[src/soc_cfg.svh]
`ifndef SOC_CFG_SVH
`define SOC_CFG_SVH

//////////////////////////////
// Main memory
//////////////////////////////

// Number of 32-bit words
`define SOC_RAM_DEPTH 4096

// Cycles from first valid to ready for slow RAM
`define SOC_RAM_DELAY 16

// RAM region, low 20 bits free
`define SOC_RAM_BASE 32'h4000_0000
`define SOC_RAM_MASK 32'h000F_FFFF

//////////////////////////////
// I/O registers
//////////////////////////////

// Cycle timer halves
`define SOC_TIMER_LO_ADDR 32'h3000_0000
`define SOC_TIMER_HI_ADDR 32'h3000_0004

//////////////////////////////
// Program loader
//////////////////////////////

`define SOC_CLKS_PER_BIT 8
`define SOC_PROG_START 8'hA5

`endif

[src/soc_bus_pkg.sv]
package soc_bus_pkg;

  // Byte strobe and data word of the core bus
  typedef logic [3:0]  strb_t;
  typedef logic [31:0] word_t;

  // RAM view of an address
  typedef struct packed {
    logic [11:0] tag;
    logic [17:0] word_idx;
    logic [1:0]  byte_off;
  } iomem_ram_view_t;

  // I/O register view of an address
  typedef struct packed {
    logic [27:0] base;
    logic [1:0]  reg_idx;
    logic [1:0]  byte_off;
  } iomem_io_view_t;

  // Same bus address, decoded per region
  typedef union packed {
    iomem_ram_view_t ram;
    iomem_io_view_t  io;
  } iomem_addr_u;

  typedef enum logic [1:0] {
    REGION_RAM,
    REGION_TIMER,
    REGION_NONE
  } bus_region_e;

endpackage

[src/soc_prog_pkg.sv]
`include "soc_cfg.svh"

package soc_prog_pkg;

  typedef enum logic [2:0] {
    LD_IDLE,
    LD_COUNT,
    LD_DATA,
    LD_DONE
  } loader_state_e;

  // Index of a 32-bit word in main memory
  typedef logic [$clog2(`SOC_RAM_DEPTH)-1:0] word_index_t;

  // Serial byte and its lane inside a word
  typedef logic [7:0] byte_t;
  typedef logic [1:0] byte_lane_t;

endpackage

[src/uart_program_loader.sv]
`timescale 1ns/1ps
`include "soc_cfg.svh"

module uart_program_loader (
  input  logic                      clk_i,
  input  logic                      rst_n,
  input  logic                      program_rx_i,
  output logic                      prog_we_o,
  output soc_prog_pkg::word_index_t prog_addr_o,
  output soc_bus_pkg::word_t        prog_wdata_o,
  output logic                      prog_mode_o,
  output logic                      sys_rst_n_o
);

  localparam int CPB   = `SOC_CLKS_PER_BIT;
  localparam int CNT_W = $clog2(CPB);
  localparam soc_prog_pkg::byte_t START_BYTE = `SOC_PROG_START;

  logic [1:0]                  rx_sync_q;
  logic                        rx_line;
  logic                        rx_busy_q;
  logic [CNT_W-1:0]            rx_clk_cnt_q;
  logic [3:0]                  rx_bit_cnt_q;
  logic                        sample_tick;
  soc_prog_pkg::byte_t         rx_shift_q;
  logic                        byte_stb_q;
  soc_prog_pkg::loader_state_e state_q;
  soc_prog_pkg::byte_lane_t    lane_q;
  soc_prog_pkg::byte_t         words_left_q;
  soc_prog_pkg::word_index_t   wr_idx_q;
  soc_bus_pkg::word_t          word_q;
  logic                        we_q;

  //////////////////////////////
  // Serial receiver, 8N1
  //////////////////////////////

  always_ff @(posedge clk_i) begin
    if (!rst_n) begin
      rx_sync_q <= 2'b11;
    end else begin
      rx_sync_q <= {rx_sync_q[0], program_rx_i};
    end
  end

  assign rx_line     = rx_sync_q[1];
  assign sample_tick = rx_busy_q & (rx_clk_cnt_q == '0);

  // Bit 0 is start, 1 to 8 data, 9 stop
  always_ff @(posedge clk_i) begin
    if (!rst_n) begin
      rx_busy_q    <= 1'b0;
      rx_clk_cnt_q <= '0;
      rx_bit_cnt_q <= '0;
      byte_stb_q   <= 1'b0;
    end else begin
      byte_stb_q <= 1'b0;
      if (!rx_busy_q) begin
        if (!rx_line) begin
          // Wait half a bit to land mid start bit
          rx_busy_q    <= 1'b1;
          rx_clk_cnt_q <= CNT_W'(CPB/2 - 1);
          rx_bit_cnt_q <= '0;
        end
      end else if (!sample_tick) begin
        rx_clk_cnt_q <= rx_clk_cnt_q - 1'b1;
      end else begin
        rx_clk_cnt_q <= CNT_W'(CPB - 1);
        rx_bit_cnt_q <= rx_bit_cnt_q + 1'b1;
        if (rx_bit_cnt_q == 4'd0 && rx_line) begin
          rx_busy_q <= 1'b0;  // glitch, not a start bit
        end else if (rx_bit_cnt_q == 4'd9) begin
          rx_busy_q  <= 1'b0;
          byte_stb_q <= rx_line;
        end
      end
    end
  end

  // LSB first
  always_ff @(posedge clk_i) begin
    if (sample_tick && rx_bit_cnt_q >= 4'd1 && rx_bit_cnt_q <= 4'd8) begin
      rx_shift_q <= {rx_line, rx_shift_q[7:1]};
    end
  end

  //////////////////////////////
  // Frame FSM
  //////////////////////////////

  always_ff @(posedge clk_i) begin
    if (!rst_n) begin
      state_q      <= soc_prog_pkg::LD_IDLE;
      lane_q       <= '0;
      words_left_q <= '0;
      wr_idx_q     <= '0;
      we_q         <= 1'b0;
    end else begin
      we_q <= 1'b0;
      if (we_q) begin
        wr_idx_q <= wr_idx_q + 1'b1;
      end
      case (state_q)
        soc_prog_pkg::LD_IDLE: begin
          if (byte_stb_q && rx_shift_q == START_BYTE) begin
            state_q <= soc_prog_pkg::LD_COUNT;
          end
        end
        soc_prog_pkg::LD_COUNT: begin
          if (byte_stb_q) begin
            words_left_q <= rx_shift_q;
            lane_q       <= '0;
            wr_idx_q     <= '0;
            state_q      <= (rx_shift_q == '0) ? soc_prog_pkg::LD_DONE
                                               : soc_prog_pkg::LD_DATA;
          end
        end
        soc_prog_pkg::LD_DATA: begin
          if (byte_stb_q) begin
            lane_q <= lane_q + 1'b1;
            if (lane_q == 2'd3) begin
              we_q         <= 1'b1;
              words_left_q <= words_left_q - 1'b1;
              if (words_left_q == 8'd1) begin
                state_q <= soc_prog_pkg::LD_DONE;
              end
            end
          end
        end
        // Last write is in flight here
        soc_prog_pkg::LD_DONE: state_q <= soc_prog_pkg::LD_IDLE;
        default: state_q <= soc_prog_pkg::LD_IDLE;
      endcase
    end
  end

  // Little-endian word assembly
  always_ff @(posedge clk_i) begin
    if (state_q == soc_prog_pkg::LD_DATA && byte_stb_q) begin
      word_q <= {rx_shift_q, word_q[31:8]};
    end
  end

  assign prog_we_o    = we_q;
  assign prog_addr_o  = wr_idx_q;
  assign prog_wdata_o = word_q;
  assign prog_mode_o  = (state_q != soc_prog_pkg::LD_IDLE);

  // Core stays in reset while a program is loading
  assign sys_rst_n_o = rst_n & ~prog_mode_o;

endmodule
[config.mk]
export PLATFORM = sky130hd
export DESIGN_NAME = uart_program_loader
export DESIGN_NICKNAME = d
export VERILOG_FILES = /design/src/soc_bus_pkg.sv /design/src/soc_prog_pkg.sv /design/src/uart_program_loader.sv
export VERILOG_INCLUDE_DIRS = /design/src
export SDC_FILE = /design/constraint.sdc
export NUM_CORES = 1
export LEC_CHECK = 0
export BUFFER_PORTS_ARGS = -buffer_cell sky130_fd_sc_hd__buf_4
export CAP_MARGIN = 10
export CORE_MARGIN = 2
export CORE_UTILIZATION = 60
export CTS_CLUSTER_SIZE = 14
export DETAILED_ROUTE_END_ITERATION = 8
export PLACE_DENSITY = 0.87
export SKIP_CTS_REPAIR_TIMING = 1
export SYNTH_ARGS = -nofsm -noshare
export SYNTH_HDL_FRONTEND = slang
export SYNTH_SLANG_ARGS = --single-unit
export TNS_END_PERCENT = 5
[constraint.sdc]
create_clock -name clk_i -period 4.1 [get_ports clk_i]
set_clock_uncertainty 0.1 [all_clocks]
set_input_delay 0.205 -clock clk_i [delete_from_list [all_inputs] [get_ports clk_i]]
set_output_delay 0.205 -clock clk_i [all_outputs]
set_load 0.02 [all_outputs]
==> summary.md <==
| Metric | Value |
|---|---|
| Status | completed |
| Initial DRT Pass Iterations | 4 |
| Area contributors post-synth | edfxtp_1, dfxtp_1, ha_1 |
| Die ar. | 0.005853 sq mm |
| Endpoint type of the worst setup path | flop |
| Worst VDD drop | 0.2059 mV |
| Pins Over Slew Limit | 0 |
| Vias per cell | approximately 5.4 |
| Worst Max-Slew Pin Slew | 0.9924 ns |
| Post-route DRC | 0 |
| Max Clk Rate | 451.5 MHz |
| CP required | between 4 and 5 ns |
| Syn Area/Cell | 11.73 sq um |
| I/O pin cnt | 50 |
| CTS tree | done |
| Gpl congestion | between 0.8 and 0.9 |
| Initial Util | 0.6215 |
| Multi-input combinational cell area | 0.001137 sq mm |
| Setup Viol. Count Final | 0 |
| Fin crit period | 2.215 ns |
| Area share of the largest cell type after synthesis | 0.3808 |
| Tot GR Track Use | 0.2023 |
| CP max stage delay | 0.68 ns |
| Number of synthesized flops with an enable pin | 40 |
| Chip Height | 76.51 microns |
| H-Tree Level Count | 3 |
| Critical path's slowest cell | ha_1 |
| Post-Route WL | 5.719 mm |
| Clock sink total | 76 |
| Number of hold violations in the final report | 0 |
| Critical path cell sequence | inv_1 > ha_1 > mux2_2 > and2_1 > a21oi_1 > nor2_1 |
| Core Rows | 26 |
| Cells on worst reg2reg path | 6 |
| Root buffer cell | clkbuf_8 |
| Initial drt markers | about 180 |
| Filler instances | 346 |
| Seq/Total Area, Yosys | 0.6093 |
| Vias in the first global route | 1954 |
| CTS clk-pin slew, worst paths | 0.07 ns |
| Setup repair after global routing missed its margin | no |
| Total CTS buffers | 9 |
| Post-Syn Instances | 269 |
| Pin count of the biggest net entering global routing | 36 |
| Initial antenna violation count | 0 |
| Post-DP HPWL | 4.096 mm |
| # nets final | 338 |
| Most common cell in the netlist | edfxtp_1 |
| Synthesized area | 0.003154 sq mm |
| Clock Latency Late Sink | 0.33 ns |
| #FFs+latches synth | 76 |
| Post-route ant nets | 0 |
| Utilization after layout | 0.7399 |
| Hold WC Path Type | in -> reg |
| Inst Count DP | 380 |
| Max-cap violations | 0 |
| Clock Path Buffers | 2 |
| Sequential Area | 0.001922 sq mm |
| Pwr Total | 1.324 mW |
| LEAKAGE | 1.446 nW |
| Setup TNS Final | 0 ns |
| Via count | 2144 |
| Worst-path fanout max | 27 |
| Period utilization | 0.5402 |
| Core area | 0.005075 sq mm |
| Layout Cells excl Fill | around 400 |
| Post-synth top cells | edfxtp_1, dfxtp_1, nor2_1 |
| Library cells used by synthesis | 50 |
| Pwr dens | 352.6 mW/mm^2 |
| Port buffer count | 49 |
| Crit start category | flop |
| Share of synthesized flip-flops with an asynchronous set or reset | 0 |
| Post-DR wirelength/cell | 14.41 microns |
| Hold path depth | 2 |
| Fin Hold WS | 0.08649 ns |
| Arrival time worst endpoint | 2.34 ns |
| First-pass GRT wire length | 9.418 mm |
| Most used flip-flop cell after synthesis | edfxtp_1 |
| Syn_nets | 285 |
| Cell accounting for the most synthesized area | edfxtp_1 |
| Die X | around 77 microns |
| Ant diodes | 0 |
| Synth-to-Final Area Change | 19.04% |
| Slew HR | 0.3344 |
| Share of layout cells above drive strength 1 | 0.2202 |
| Critical path class | reg -> reg |
| Aggregate global routing overflow | 0 |
| Number of warnings issued by yosys | 0 |
-- layer usage --
layer  vias to the layer above  wire length (microns)  GRT usage
met5                         -                      0          0
li1                       1073                      -          -
met4                         0                     46    0.05636
met1                       985                   2596     0.2675
met2                        82                   2723     0.3274
met3                         4                    352    0.05924
-- per-stage QoR --
step / setup slack (ns) / cell area, sq um
finish: 1.885 / 3755
global route: 1.721 / 3755
CTS: 1.904 / 3745
detailed placement: 1.913 / 3575
global placement: 1.984 / 3575
floorplan: 2.074 / 3154
-- power by group --
part           leakage [nW]  internal [mW]  switching (mW)
clock                0.0824          0.235           0.254
combinational         0.713         0.0144          0.0179
sequential            0.650          0.798         0.00576
total                  1.45           1.05           0.277
-- path summary, 6_finish.rpt --
| kind | slack (ns) | to | start |
|---|---|---|---|
| worst max-delay path | 1.89 | words_left_q[4] | state_q[0] |
| worst min-delay path | 0.09 | rx_sync_q[0] | rst_n |
| worst max register to register | 1.89 | words_left_q[4] | state_q[0] |
| worst min register to register | 0.31 | rx_sync_q[1] | rx_sync_q[0] |
-- state kept, by name (all words and copies together) (netlist names) --
name and cells:
prog_wdata_o 32, prog_addr_o 12, rx_shift_q 8, words_left_q 8
rx_bit_cnt_q 4, rx_clk_cnt_q 3, lane_q 2, rx_sync_q 2
state_q 2, byte_stb_q 1, prog_we_o 1, rx_busy_q 1
-- layout make-up --
| type | instances | share of cell area |
|---|---|---|
| sequential | 76 | 0.5118 |
| multi-input combinational | 170 | 0.3029 |
| timing repair buffer | 51 | 0.1026 |
| clock buffer | 12 | 0.03865 |
| tap | 70 | 0.02333 |
| inverter | 14 | 0.01400 |
| clock inverter | 4 | 0.006664 |
-- cells in the final DEF, fill, tap and decap left out, types with 3 or more instances in the layout --
cell and n:
a21boi_1 5, a21oi_1 6, and2_1 5, and3_1 3, and4_1 3, buf_4 50, clkbuf_8 10, dfxtp_1 36
edfxtp_1 40, ha_1 13, inv_1 14, mux2i_1 4, nand2_1 21, nand2b_1 5, nand3_1 5, nand4_1 7
nor2_1 26, nor2b_1 7, nor3_1 5, o211ai_1 3, o21ai_0 3, o21ai_1 6, o22ai_1 3, xnor2_1 4
xor2_1 8
-- cells by family after synthesis --
logic type	after synthesis	share of synthesized area
adder cells (fa/ha/maj)	13	0.05157
buffers and inverters	23	0.03015
XOR/XNOR	12	0.03332
flip-flops	76	0.6093
AO/OA/AOI/OAI	43	0.09798
AND/OR/NAND/NOR	97	0.1614
multiplexers	5	0.01626
-- critical path: cells and delay by family, from the launching register on --
family	cells	cell delay, ns
AOI/OAI and AO/OA	1	0.16
adders and majority gates	1	0.68
buffers and inverters	1	0.08
DFF	1	0.34
muxes	1	0.43
and+or+nand+nor	2	0.31
(Power assumes the default switching activity.)
