## src/soc_cfg.svh

```systemverilog
`ifndef SOC_CFG_SVH
`define SOC_CFG_SVH

//////////////////////////////
// Main memory
//////////////////////////////

// Number of 32-bit words
`define SOC_RAM_DEPTH 4096

// Cycles from first valid to ready for slow RAM
`define SOC_RAM_DELAY 16

// RAM region, low 20 bits free
`define SOC_RAM_BASE 32'h4000_0000
`define SOC_RAM_MASK 32'h000F_FFFF

//////////////////////////////
// I/O registers
//////////////////////////////

// Cycle timer halves
`define SOC_TIMER_LO_ADDR 32'h3000_0000
`define SOC_TIMER_HI_ADDR 32'h3000_0004

//////////////////////////////
// Program loader
//////////////////////////////

`define SOC_CLKS_PER_BIT 8
`define SOC_PROG_START 8'hA5

`endif

```

## src/soc_bus_pkg.sv

```systemverilog
package soc_bus_pkg;

  // Byte strobe and data word of the core bus
  typedef logic [3:0]  strb_t;
  typedef logic [31:0] word_t;

  // RAM view of an address
  typedef struct packed {
    logic [11:0] tag;
    logic [17:0] word_idx;
    logic [1:0]  byte_off;
  } iomem_ram_view_t;

  // I/O register view of an address
  typedef struct packed {
    logic [27:0] base;
    logic [1:0]  reg_idx;
    logic [1:0]  byte_off;
  } iomem_io_view_t;

  // Same bus address, decoded per region
  typedef union packed {
    iomem_ram_view_t ram;
    iomem_io_view_t  io;
  } iomem_addr_u;

  typedef enum logic [1:0] {
    REGION_RAM,
    REGION_TIMER,
    REGION_NONE
  } bus_region_e;

endpackage

```

## src/soc_prog_pkg.sv

```systemverilog
`include "soc_cfg.svh"

package soc_prog_pkg;

  typedef enum logic [2:0] {
    LD_IDLE,
    LD_COUNT,
    LD_DATA,
    LD_DONE
  } loader_state_e;

  // Index of a 32-bit word in main memory
  typedef logic [$clog2(`SOC_RAM_DEPTH)-1:0] word_index_t;

  // Serial byte and its lane inside a word
  typedef logic [7:0] byte_t;
  typedef logic [1:0] byte_lane_t;

endpackage

```

## src/mem_port_if.sv

```systemverilog
`timescale 1ns/1ps

interface mem_port_if;

  soc_bus_pkg::strb_t        wr_strb;
  logic                      rd_en;
  soc_prog_pkg::word_index_t addr;
  soc_bus_pkg::word_t        wdata;
  soc_bus_pkg::word_t        rdata;

  // Bus side
  modport fabric (
    output wr_strb,
    output rd_en,
    output addr,
    output wdata,
    input  rdata
  );

  // RAM side
  modport memory (
    input  wr_strb,
    input  rd_en,
    input  addr,
    input  wdata,
    output rdata
  );

endinterface

```

## src/iomem_fabric.sv

```systemverilog
`timescale 1ns/1ps
`include "soc_cfg.svh"

module iomem_fabric (
  input  logic                     clk_i,
  input  logic                     rst_n,
  input  logic                     sys_rst_n_i,
  input  logic                     iomem_valid_i,
  input  soc_bus_pkg::strb_t       iomem_wstrb_i,
  input  soc_bus_pkg::iomem_addr_u iomem_addr_i,
  input  soc_bus_pkg::word_t       iomem_wdata_i,
  output logic                     iomem_ready_o,
  output soc_bus_pkg::word_t       iomem_rdata_o,
  mem_port_if.fabric               mem
);

  localparam soc_bus_pkg::word_t RAM_BASE = `SOC_RAM_BASE;
  localparam soc_bus_pkg::word_t RAM_MASK = `SOC_RAM_MASK;
  localparam soc_bus_pkg::word_t TIMER_LO = `SOC_TIMER_LO_ADDR;
  localparam soc_bus_pkg::word_t TIMER_HI = `SOC_TIMER_HI_ADDR;

  soc_bus_pkg::bus_region_e region;
  logic                     ram_sel;
  logic                     ram_ready;
  logic                     line_rst_n;
  logic [63:0]              timer_q;

  //////////////////////////////
  // Address decode
  //////////////////////////////

  always_comb begin
    region = soc_bus_pkg::REGION_NONE;
    if ((iomem_addr_i.ram.tag & ~RAM_MASK[31:20]) == RAM_BASE[31:20]) begin
      region = soc_bus_pkg::REGION_RAM;
    end else if (iomem_addr_i.io.base == TIMER_LO[31:4] &&
                 iomem_addr_i.io.byte_off == 2'b00 &&
                 (iomem_addr_i.io.reg_idx == TIMER_LO[3:2] ||
                  iomem_addr_i.io.reg_idx == TIMER_HI[3:2])) begin
      region = soc_bus_pkg::REGION_TIMER;
    end
  end

  assign ram_sel = iomem_valid_i & (region == soc_bus_pkg::REGION_RAM);

  // Memory port, active only for RAM hits
  assign mem.wr_strb = ram_sel ? iomem_wstrb_i : 4'b0000;
  assign mem.rd_en   = ram_sel & ~(|iomem_wstrb_i);
  assign mem.addr    = iomem_addr_i.ram.word_idx[$bits(soc_prog_pkg::word_index_t)-1:0];
  assign mem.wdata   = iomem_wdata_i;

  // Latency line restarts on board reset or program load
  assign line_rst_n = rst_n & sys_rst_n_i;

  ram_latency_emu i_ram_latency_emu (
    .clk_i       (clk_i),
    .rst_n       (line_rst_n),
    .ram_req_i   (ram_sel & ~ram_ready),
    .ram_ready_o (ram_ready)
  );

  // Free-running cycle timer
  always_ff @(posedge clk_i) begin
    if (!sys_rst_n_i) begin
      timer_q <= 64'h0;
    end else begin
      timer_q <= timer_q + 64'h1;
    end
  end

  //////////////////////////////
  // Read data and ready
  //////////////////////////////

  always_comb begin
    case (region)
      soc_bus_pkg::REGION_RAM: iomem_rdata_o = mem.rdata;
      soc_bus_pkg::REGION_TIMER: begin
        if (iomem_addr_i.io.reg_idx == TIMER_HI[3:2]) begin
          iomem_rdata_o = timer_q[63:32];
        end else begin
          iomem_rdata_o = timer_q[31:0];
        end
      end
      default: iomem_rdata_o = 32'h0;
    endcase
  end

  // Timer and unmapped answer in the same cycle
  assign iomem_ready_o = ram_ready |
                         (iomem_valid_i & (region != soc_bus_pkg::REGION_RAM));

endmodule

```

## src/ram_latency_emu.sv

```systemverilog
`timescale 1ns/1ps
`include "soc_cfg.svh"

module ram_latency_emu (
  input  logic clk_i,
  input  logic rst_n,
  input  logic ram_req_i,
  output logic ram_ready_o
);

  localparam int DELAY = `SOC_RAM_DELAY;

  logic [DELAY-1:0] shift_q;

  // The leading request bit reaches the last stage after DELAY cycles.
  // Later bits are dropped by the clear that follows ready.
  always_ff @(posedge clk_i) begin
    if (!rst_n) begin
      shift_q <= '0;
    end else if (ram_ready_o) begin
      shift_q <= '0;
    end else begin
      shift_q <= {shift_q[DELAY-2:0], ram_req_i};
    end
  end

  // One-cycle ready
  assign ram_ready_o = shift_q[DELAY-1];

endmodule

```

## src/flat_wrapper.sv

```systemverilog
// flat-port wrapper written by rule: the top's interface ports become plain ports
module iomem_fabric_flat 
  (clk_i, rst_n, sys_rst_n_i, iomem_valid_i, iomem_wstrb_i, iomem_addr_i, iomem_wdata_i, iomem_ready_o, iomem_rdata_o, mem_wr_strb, mem_rd_en, mem_addr, mem_wdata, mem_rdata);
  mem_port_if mem_i ();
  input  logic clk_i;
  input  logic rst_n;
  input  logic sys_rst_n_i;
  input  logic iomem_valid_i;
  input  soc_bus_pkg::strb_t iomem_wstrb_i;
  input  soc_bus_pkg::iomem_addr_u iomem_addr_i;
  input  soc_bus_pkg::word_t iomem_wdata_i;
  output logic iomem_ready_o;
  output soc_bus_pkg::word_t iomem_rdata_o;
  output wire logic [$bits(mem_i.wr_strb)-1:0] mem_wr_strb;
  output wire logic [$bits(mem_i.rd_en)-1:0] mem_rd_en;
  output wire logic [$bits(mem_i.addr)-1:0] mem_addr;
  output wire logic [$bits(mem_i.wdata)-1:0] mem_wdata;
  input wire logic [$bits(mem_i.rdata)-1:0] mem_rdata;
  assign mem_wr_strb = mem_i.wr_strb;
  assign mem_rd_en = mem_i.rd_en;
  assign mem_addr = mem_i.addr;
  assign mem_wdata = mem_i.wdata;
  assign mem_i.rdata = mem_rdata;
  iomem_fabric u_core (.clk_i(clk_i), .rst_n(rst_n), .sys_rst_n_i(sys_rst_n_i), .iomem_valid_i(iomem_valid_i), .iomem_wstrb_i(iomem_wstrb_i), .iomem_addr_i(iomem_addr_i), .iomem_wdata_i(iomem_wdata_i), .iomem_ready_o(iomem_ready_o), .iomem_rdata_o(iomem_rdata_o), .mem(mem_i));
endmodule
```

## config.mk

```make
export PLATFORM = sky130hd
export DESIGN_NAME = iomem_fabric_flat
export DESIGN_NICKNAME = d
export VERILOG_FILES = /design/src/soc_bus_pkg.sv /design/src/soc_prog_pkg.sv /design/src/mem_port_if.sv /design/src/iomem_fabric.sv /design/src/ram_latency_emu.sv /design/src/flat_wrapper.sv
export VERILOG_INCLUDE_DIRS = /design/src
export SDC_FILE = /design/constraint.sdc
export NUM_CORES = 1
export LEC_CHECK = 0
export BUFFER_PORTS_ARGS = -buffer_cell sky130_fd_sc_hd__buf_2
export CAP_MARGIN = 10
export CORE_MARGIN = 1
export CORE_UTILIZATION = 53
export DETAILED_ROUTE_END_ITERATION = 10
export PLACE_DENSITY = 0.93
export SLEW_MARGIN = 20
export SYNTH_ARGS = -nofsm -noshare
export SYNTH_HDL_FRONTEND = slang
export SYNTH_HIERARCHICAL = 1
export SYNTH_SLANG_ARGS = --single-unit
```

## constraint.sdc

```tcl
create_clock -name clk_i -period 5.1 [get_ports clk_i]
set_input_delay 0 -clock clk_i [delete_from_list [all_inputs] [get_ports clk_i]]
set_output_delay 0 -clock clk_i [all_outputs]
set_load 0.01 [all_outputs]
```

==> flow_metrics.py, run 1 <==
metrics = {
    "status": {
        "status": "finished, final reports clean",
    },
    "floorplanning": {
        "die_w_um": 94.5,
        "row_count": 33,
        "die_h_um": 94.5,
        "core_um2": 8260,
        "initial_core_util_pct": 54.9,
        "ios": 186,
        "die-area_um2": 8920,
    },
    "global_route": {
        "grt_overflow": 0,
        "antenna_found_initial": 0,
        "grt_pass1_vias": 3962,
        "grt_usage_pct": 25.9,
        "grt_max_degree": 64,
        "grt_pass1_wl_mm": 17.8,
    },
    "placed_design": {
        "port_buffers": 121,
        "place_inst": 728,
        "gp_congestion": 0.904,
        "dpl.hpwl_mm": 8.28,
    },
    "finish": {
        "drive_above_1_share_pct": 23.0,
        "final_cell_count_no_fill": 743,
        "antenna_cells": 0,
        "syn_to_final_growth_pct": 10.6,
        "final_cell_mix": "buf_2 (121), dfxtp_1 (80), o21ai_0 (59)",
        "final_common_cell": "buf_2",
        "finalNetCount": 740,
    },
    "critical_path": {
        "critical_path_required_ns": 5.37,
        "worstPathArrival_ns": 3.00,
        "worst_setup_path_start_kind": "register",
        "crit_path_end_kind": "register",
        "crit_path_max_fanout": 15,
        "critPathKind": "reg2reg",
    },
    "sta": {
        "hold_slack_ns": 0.00000444,
        "worst_slew_pin_slew_ns": 1.10,
        "fin_crit_sh_pct": 53.5,
        "setup_tns_ns": 0,
        "rsz0062_at_grt": "no",
        "maxSlewHeadroom_pct": 26.5,
        "max_freq_mhz": 367,
        "layout_min_cycle_time_ns": 2.73,
        "slew_violations": 0,
        "skew_ns": 0.00853,
        "finalSetupViolations": 0,
        "hold_violations": 0,
    },
    "clock_network": {
        "cts_buffers": 9,
        "cts-root-buf": "clkbuf_8",
        "cts_tree": "yes",
        "cts.clk_slew.worst_paths_ns": 0.08,
        "cts_hold_buf": 1,
        "htree_num_levels": 3,
        "postCtsSetupBuffers": 0,
        "insertion_delay_ns": 0.36,
        "clockBufferDepth": 2,
        "cts.sinks": 80,
        "cts_resized": 0,
    },
    "yosys": {
        "synthFlopType": "dfxtp_1",
        "synth_seq_area_share_pct": 35.3,
        "synthArstFlopShare_pct": 0,
        "synth_top_area_share_pct": 35.3,
        "ys_ff_latch": 80,
        "syn_area_um2": 4530,
        "syn_inst": 572,
        "synth_edf_count": 0,
        "synthTopCellsByArea": "dfxtp_1 (35%), buf_4 (7.3%), mux2i_1 (6.6%)",
        "synth.distinct_cells": 36,
        "avgSynthCellArea_um2": 7.92,
        "synth_fp_nets": 677,
        "synth_warnings": 6,
        "yosysTopAreaCell": "dfxtp_1",
    },
    "power": {
        "ir_drop_uv": 136,
        "p_leak_nw": 1.97,
        "power_density_nw_per_um2": 221,
    },
    "route": {
        "vias_per_cell": 5.93,
        "ant_nets": 0,
        "vias": 4408,
        "finalWirelength_mm": 11.6,
        "remaining_drc_errors": 0,
        "dr.first_iter.drc_count": 329,
        "first_pass_iters": 5,
        "wl_per_cell_um": 15.6,
    },
    "hold_path": {
        "hold_path.class": "in2out",
    },
    "job": {
        "maxCapViolCount": 0,
    },
}
## final timing paths
kind / depth (start not counted) / end / slack, ns / start
setup / recovery: 5 / u_core/timer_q[60] / 2.37 / u_core/timer_q[10]
hold / removal: 0 / mem_wdata[19] / 0.000004 / iomem_wdata_i[19]
setup reg to reg: 5 / u_core/timer_q[60] / 2.37 / u_core/timer_q[10]
hold reg to reg: 1 / u_core/i_ram_latency_emu/shift_q[2] / 0.47 / u_core/i_ram_latency_emu/shift_q[1]
## per-stage QoR
step | util (%) | total power [W] | setup WS [ns] | area [µm²]
after floorplan | - | 0.000704 | 2.90 | 4530
after global placement | 58.6 | 0.000709 | 2.62 | 4840
after detailed placement | 58.6 | 0.000712 | 2.49 | 4840
after CTS | 60.6 | 0.00111 | 2.45 | 5010
after global routing | 60.7 | 0.00114 | 2.24 | 5010
final | 60.7 | 0.00111 | 2.37 | 5010
## synth_stat cells (2+ instances only)
master	number
xor2_1	7
dfxtp_1	80
or3_1	27
and3b_1	10
nor4_1	15
nand4_1	26
nor2_1	41
and4_1	8
a21oi_1	34
and3b_2	6
buf_6	2
nand2_1	57
and3_1	10
nor3_1	17
clkbuf_1	22
and2_1	3
xnor2_1	23
or4_1	5
o31ai_1	3
nand3_1	23
buf_4	44
mux2i_1	30
o21ai_0	59
inv_1	8
## worst max-delay path: stages (launching register included)
cell and delay, ns:
dfxtp_1 0.46, nand4_1 0.22, nor3_1 0.61, nand3_1 0.54
or4_1 0.65, a21oi_1 0.15
## power by group
group	total, W	internal [W]	switching, W
registers	0.000629	0.000626	0.00000329
logic	0.0000686	0.0000333	0.0000353
clock network	0.000408	0.000182	0.000226
total	0.00111	0.000841	0.000265
## per-layer routing
layer | GRT usage (%) | vias up | wire (µm)
li1 | - | 2123 | -
met1 | 29.9 | 2030 | 4690
met2 | 45.6 | 234 | 5650
met3 | 5.15 | 21 | 965
met4 | 12.9 | 0 | 265
met5 | 0 | - | 0
## sequential cells by signal, summed over array words and instances, names as in the netlist
name / count
u_core/i_ram_latency_emu/shift_q: 16
u_core/timer_q: 64
## cell type report
class	count	area, µm²
Fill cell	731	3250
Timing Repair Buffer	123	623
Clock inverter	4	22.5
Multi-Input combinational cell	412	2460
Clock buffer	10	138
Sequential cell	80	1600
Tap cell	105	131
Inverter	9	33.8
## cell families (layout without fill, tap and decap cells)
| kind of cell | Yosys count | after routing | share of synthesized area, % |
|---|---|---|---|
| AO/OA/AOI/OAI | 98 | 98 | 11.1 |
| flip-flops | 80 | 80 | 35.3 |
| adder cells (fa/ha/maj) | 1 | 1 | 0.276 |
| AND/OR/NAND/NOR | 253 | 253 | 30.2 |
| multiplexers | 30 | 30 | 6.63 |
| XOR/XNOR | 30 | 30 | 5.80 |
| buffers and inverters | 80 | 146 | 10.7 |
Power figures use the tool's default switching activity.
==> inputs of run 2 (changes only) <==
ABC_AREA = 1   (was default)
CORE_UTILIZATION = 46   (was 53)
PLACE_DENSITY = 0.83   (was 0.93)
clock period = 2.3 ns   (was 5.1 ns; I/O delays follow)
==> run 2 against run 1 <==
Die area rose by 36%. Synthesized area up 19%. Clock skew fell by 0.0034 ns. Clock power rose to 3.3 times the previous value. Flip-flop and latch count stayed put. Sequential share of layout area shrank 5.6 points. Sequential power increased by 120%. Setup slack got worse by 2.0 ns. Final area up 21%. Count of clock-buffer cells in the layout unchanged. Non-clock buffer count grew 5. Critical path type unchanged.
==> flow_metrics.py, run 2 <==
metrics = {
    "clock_network": {
        "htree_num_levels": 3,
        "clockBufferDepth": 2,
        "cts.sinks": 80,
        "cts_tree": "yes",
        "cts.clk_slew.worst_paths_ns": 0.06,
        "cts_buffers": 9,
        "cts-root-buf": "clkbuf_16",
        "cts_resized": 0,
        "insertion_delay_ns": 0.35,
    },
    "yosys": {
        "yosysTopAreaCell": "dfxtp_1",
        "syn_inst": 910,
        "synth.distinct_cells": 28,
        "ys_ff_latch": 80,
        "synthTopCellsByArea": "dfxtp_1 (30%), nand2_1 (20%), nor2_1 (11%)",
        "syn_area_um2": 5380,
        "synth_top_area_share_pct": 29.8,
        "avgSynthCellArea_um2": 5.91,
        "synth_fp_nets": 1015,
        "synth_warnings": 6,
        "synth_seq_area_share_pct": 29.8,
        "yosysMostFrequentCell": "nand2_1",
        "synthFlopType": "dfxtp_1",
        "synth_edf_count": 0,
        "synthTopCellsByCount": "nand2_1 (293), nor2_1 (156), dfxtp_1 (80)",
        "synthArstFlopShare_pct": 0,
    },
    "floorplanning": {
        "core_um2": 11400,
        "initial_core_util_pct": 47.1,
        "die_h_um": 110,
        "die-area_um2": 12100,
        "die_w_um": 110,
        "row_count": 39,
        "ios": 186,
    },
    "power": {
        "p_clk_share_pct": 46.0,
        "p_leak_nw": 2.20,
        "p_comb_share_pct": 5.6,
        "power_frac_seq_pct": 48.4,
        "ir_drop_uv": 320,
        "p_switching_w": 0.000674,
        "internal_power_w": 0.00221,
        "p_sw_share_pct": 23.4,
        "power_density_nw_per_um2": 474,
    },
    "route": {
        "vias_per_cell": 5.29,
        "vias": 5977,
        "first_pass_iters": 6,
        "finalWirelength_mm": 17.5,
        "ant_nets": 0,
        "remaining_drc_errors": 0,
        "wl_per_cell_um": 15.5,
        "dr.first_iter.drc_count": 513,
    },
    "finish": {
        "syn_to_final_growth_pct": 13.1,
        "top_register": "u_core/timer_q",
        "final_cell_mix": "nand2_1 (292), nor2_1 (154), buf_2 (121)",
        "antenna_cells": 0,
        "largest_reg_flops": 64,
        "finalNetCount": 1087,
        "final_area_um2": 6080,
        "final_common_cell": "nand2_1",
        "drive_above_1_share_pct": 18.4,
        "largest_registers": "u_core/timer_q: 64 flops, u_core/i_ram_latency_emu/shift_q: 16 flops",
    },
    "placed_design": {
        "gp_congestion": 0.981,
        "post_dp_cell_area_um2": 5800,
        "port_buffers": 121,
        "dpl.hpwl_mm": 14.0,
    },
    "global_route": {
        "gr-usage-met1_pct": 33.8,
        "grt_pass1_vias": 5254,
        "grt_max_degree": 57,
        "top_usage_layer": "met2",
        "gr-usage-met2_pct": 50.4,
        "grt_pass1_wl_mm": 26.0,
        "grt_usage_pct": 29.1,
        "antenna_found_initial": 0,
        "grt_util_met3_pct": 7.29,
        "grt_overflow": 0,
    },
    "critical_path": {
        "crit_path_end_kind": "register",
        "critical_path_required_ns": 2.50,
        "critPathKind": "reg2reg",
        "cpPeakStageDelay_ns": 0.47,
        "worst_setup_path_start_kind": "register",
        "crit_family": "simple AND/OR/NAND/NOR gates",
        "crit_buf_inv": 1,
        "cpMostUsedCell": "nand2_1",
        "crit_path_max_fanout": 8,
        "cp_slowest_cell": "dfxtp_1",
        "worstPathArrival_ns": 2.09,
        "crit_chain": "ha_1 > nand2_1 > nor2_2 > nand2_1 > inv_2 > nand2_1 > o21ai_0 > a21oi_1",
    },
    "hold_path": {
        "hold_path.class": "in2out",
    },
    "sta": {
        "maxSlewHeadroom_pct": 59.0,
        "finalSetupViolations": 0,
        "fin_crit_sh_pct": 82.0,
        "rsz0062_at_grt": "no",
        "slew_violations": 0,
        "worst_slew_pin_slew_ns": 0.615,
        "hold_violations": 0,
        "setup_tns_ns": 0,
        "layout_min_cycle_time_ns": 1.89,
        "max_freq_mhz": 530,
        "skew_ns": 0.00513,
    },
    "job": {
        "maxCapViolCount": 0,
    },
    "status": {
        "status": "finished, final reports clean",
    },
}
run 2: cell count changes in the layout (fill, tap and decap cells not counted), moves of 11 or more:
cell     change
nand2_1    +235
nor2_1     +113
inv_1       +68
nand3_1     +32
mux2i_1     -30
or3_1       -27
xnor2_1     -21
nor2_2      +19
nor3_1      -14
a21oi_1     +13
nor4_1      -11
run 2: kinds of logic (layout without fill, tap and decap cells):
kind of cell | after synthesis | count (layout) | synth area share (%)
DFF | 80 | 80 | 29.8
adders and majority gates | 1 | 1 | 0.233
AOI/OAI and AO/OA | 103 | 103 | 9.77
buffers and inverters | 147 | 223 | 13.7
xor gates and xnor gates | 12 | 12 | 1.95
and+or+nand+nor | 567 | 567 | 44.6
run 2: power by group through the flow:
stage / combinational [W] / clock (W) / sequential [W]
finish: 0.000162 / 0.00133 / 0.00140
floorplan: 0.000138 / 0 / 0.00143
global route: 0.000185 / 0.00139 / 0.00140
detailed placement: 0.000160 / 0 / 0.00143
global placement: 0.000159 / 0 / 0.00143
CTS: 0.000163 / 0.00133 / 0.00140
run 2: area by class of cell:
| class | count | area (µm²) |
|---|---|---|
| Sequential cell | 80 | 1600 |
| Inverter | 80 | 300 |
| Clock inverter | 5 | 33.8 |
| Fill cell | 1144 | 5340 |
| Timing Repair Buffer | 128 | 673 |
| Multi-Input combinational cell | 683 | 3060 |
| Tap cell | 143 | 179 |
| Clock buffer | 10 | 239 |
run 2: timing repair:
action                                 in CTS  in global routing
buffers inserted                            0                  0
hold buffers                                1                  0
endpoints found under the hold margin       3                  0
run 2: path summary, 6_finish.rpt:
check                                            start                                    to  slack [ns]  depth (start not counted)
setup / recovery                     u_core/timer_q[0]                    u_core/timer_q[56]        0.41                          8
hold reg to reg   u_core/i_ram_latency_emu/shift_q[11]  u_core/i_ram_latency_emu/shift_q[12]        0.41                          2
setup reg to reg                     u_core/timer_q[0]                    u_core/timer_q[56]        0.41                          8
hold / removal                       iomem_wdata_i[31]                         mem_wdata[31]    0.000004                          0
run 2: metal layers:
layer  part of all wire (%)  vias up
li1                       -     2966
met2                     47      290
met1                     40     2679
met5                      0        -
met3                    9.4       42
met4                    3.5        0
run 2: through the flow:
step           hold WS, ns  setup WS [ns]  cells  utilization [%]  power (W)
3_5_place_dp     0.0000686          0.428   1113             50.8    0.00159
6_report        0.00000391          0.414   1129             53.3    0.00288
3_3_place_gp     0.0000686          0.506   1113             50.8    0.00159
5_1_grt          0.0000281          0.244   1129             53.3    0.00297
4_1_cts          0.0000686          0.417   1129             53.3    0.00289
2_1_floorplan       0.0544          0.697    910                -    0.00156
run 2: worst register-to-register path: stages (launching register included):
cell     delay, ns
dfxtp_1       0.47
ha_1          0.29
nand2_1       0.11
nor2_2        0.21
nand2_1       0.20
inv_2         0.11
nand2_1       0.09
o21ai_0       0.19
a21oi_1       0.08
==> inputs of run 3 (changes only) <==
ABC_AREA = 0   (was 1)
CORE_UTILIZATION = 44   (was 46)
clock period = 1.7 ns   (was 2.3 ns; I/O delays follow)
==> run 3 against run 2 <==
The flow now finishes with violations (negative setup slack). Global-route usage is 2.9 points lower. Via count is 14% lower. Clock power is 3% higher. Fmax is 11% lower. Critical endpoint is now u_core/timer_q[28].
==> flow_metrics.py, run 3 (synthesis gave the netlist of run 1 again) <==
metrics = {
    "sta": {
        "setup_tns_ns": -10.84,
        "hold_violations": 0,
        "setup_ws_ns": -0.418,
        "worst_slew_pin_slew_ns": 0.436,
        "maxSlewHeadroom_pct": 70.9,
        "slew_violations": 0,
        "layout_min_cycle_time_ns": 2.12,
        "max_freq_mhz": 472,
        "rsz0062_at_grt": "yes",
        "finalSetupViolations": 46,
        "skew_ns": 0.0146,
        "fin_crit_sh_pct": 125,
    },
    "critical_path": {
        "worst_setup_path_start_kind": "register",
        "critical_path_required_ns": 1.99,
        "worstPathArrival_ns": 2.41,
        "crit_path_end_kind": "register",
        "cpPeakStageDelay_ns": 0.51,
        "cpMostUsedCell": "or3_4",
        "critPathKind": "reg2reg",
        "cp_slowest_cell": "or4_4",
        "crit_path_max_fanout": 3,
        "crit_chain": "nand4_1 > or3_4 > buf_6 > or4_4 > or3_4 > a21oi_2",
    },
    "clock_network": {
        "cts.clk_slew.worst_paths_ns": 0.09,
        "cts.sinks": 80,
        "cts-root-buf": "clkbuf_8",
        "cts_buffers": 9,
        "clockBufferDepth": 2,
        "cts_tree": "yes",
        "htree_num_levels": 3,
        "insertion_delay_ns": 0.37,
    },
    "power": {
        "ir_drop_uv": 359,
        "p_total_w": 0.00349,
        "p_leak_nw": 2.94,
        "power_density_nw_per_um2": 534,
    },
    "finish": {
        "largest_reg_flops": 64,
        "fin_util_pct": 66.3,
        "drive_above_1_share_pct": 44.0,
        "final_cell_mix": "buf_2 (121), buf_4 (97), dfxtp_1 (64)",
        "finalNetCount": 861,
        "multi_input_comb_area_um2": 2850,
        "seqCellArea_um2": 1630,
        "fill_cells": 716,
        "antenna_cells": 0,
        "syn_to_final_growth_pct": 44.3,
        "top_register": "u_core/timer_q",
        "largest_registers": "u_core/timer_q: 64 flops, u_core/i_ram_latency_emu/shift_q: 16 flops",
        "final_common_cell": "buf_2",
    },
    "floorplanning": {
        "ios": 186,
        "die-area_um2": 10700,
        "die_h_um": 103,
        "initial_core_util_pct": 45.9,
        "row_count": 36,
        "core_um2": 9860,
        "die_w_um": 103,
    },
    "route": {
        "finalWirelength_mm": 15.6,
        "ant_nets": 0,
        "met1Wirelength_mm": 6.29,
        "first_pass_iters": 7,
        "vias": 5140,
        "dr.first_iter.drc_count": 355,
        "wl_per_cell_um": 17.5,
        "top_layer": "met4",
        "wl_met2_mm": 7.76,
        "vias_per_cell": 5.75,
        "dr_wl_met3_um": 994,
        "remaining_drc_errors": 0,
    },
    "job": {
        "maxCapViolCount": 0,
    },
    "placed_design": {
        "port_buffers": 121,
        "gp_congestion": 0.839,
        "dpl.hpwl_mm": 9.55,
        "dp_slack_ns": -0.381,
    },
    "global_route": {
        "grt_overflow": 0,
        "antenna_found_initial": 0,
        "grt_max_degree": 35,
        "grt_pass1_vias": 4622,
        "grt_pass1_wl_mm": 21.8,
        "grt_usage_pct": 26.3,
    },
    "status": {
        "failed_checks": "negative setup slack",
        "status": "complete, but fails checks",
    },
    "hold_path": {
        "hold_path.class": "in2out",
    },
}
## run 3: changes by cell type in the layout (fill, tap and decap cells not counted), sizes merged, moves of 11 or more
cell   delta
mux2i    +30
nor2    -137
a21oi    -13
xnor2    +21
and3b    +16
nor4     +11
nand3    -33
buf     +115
nand2   -243
nor3     +13
or3      +27
inv      -69
## run 3: area by class of cell
cell class	instances	share of cell area, %
inverter	9	0.517
timing repair buffer	244	25.5
multi-input combinational	412	43.6
tap	133	2.54
clock buffer	10	2.10
sequential	80	24.9
clock inverter	6	0.785
## run 3: per-layer routing
metal / GRT usage, % / vias up
met4: 12.0 / 0
met2: 44.6 / 279
met3: 4.23 / 77
li1: - / 2371
met1: 32.7 / 2413
met5: 0 / -
## run 3: worst paths after layout
kind,slack (ns),to,from,cells past startpoint
setup / recovery,-0.42,u_core/timer_q[28],u_core/timer_q[11],6
hold / removal,0.000003,mem_wdata[16],iomem_wdata_i[16],0
setup reg to reg,-0.42,u_core/timer_q[28],u_core/timer_q[11],6
hold reg to reg,0.49,u_core/i_ram_latency_emu/shift_q[10],u_core/i_ram_latency_emu/shift_q[9],1
## run 3: per-stage QoR
| stage | cells | hold WS, ns | area, µm² |
|---|---|---|---|
| floorplan | 572 | 0.0918 | 4590 |
| global placement | 857 | 0.0000686 | 5690 |
| detailed placement | 857 | 0.0000686 | 5690 |
| CTS | 884 | 0.0000686 | 6200 |
| global route | 894 | 0.0000152 | 6540 |
| finish | 894 | 0.00000347 | 6540 |
## run 3: power breakdown
| group | internal (W) | switching [W] |
|---|---|---|
| clock | 0.000588 | 0.000778 |
| combinational | 0.000120 | 0.000118 |
| sequential | 0.00188 | 0.00000856 |
| total | 0.00259 | 0.000904 |
## run 3: repair_timing
action                                  4_1_cts  5_1_grt
gates cloned                                  2        1
gates resized for setup                      53       53
pin swaps                                    46       29
setup buffers                                 9        9
hold endpoints to repair                      1        0
hold buffers                                  1        0
endpoints found under the setup margin       40       44
## run 3: worst max-delay path, delay by kind of cell, from the launching register on
family / cells / cell delay [ns]
simple gates: 4 / 1.48
flops: 1 / 0.33
buf+inv: 1 / 0.13
compound gates: 1 / 0.12
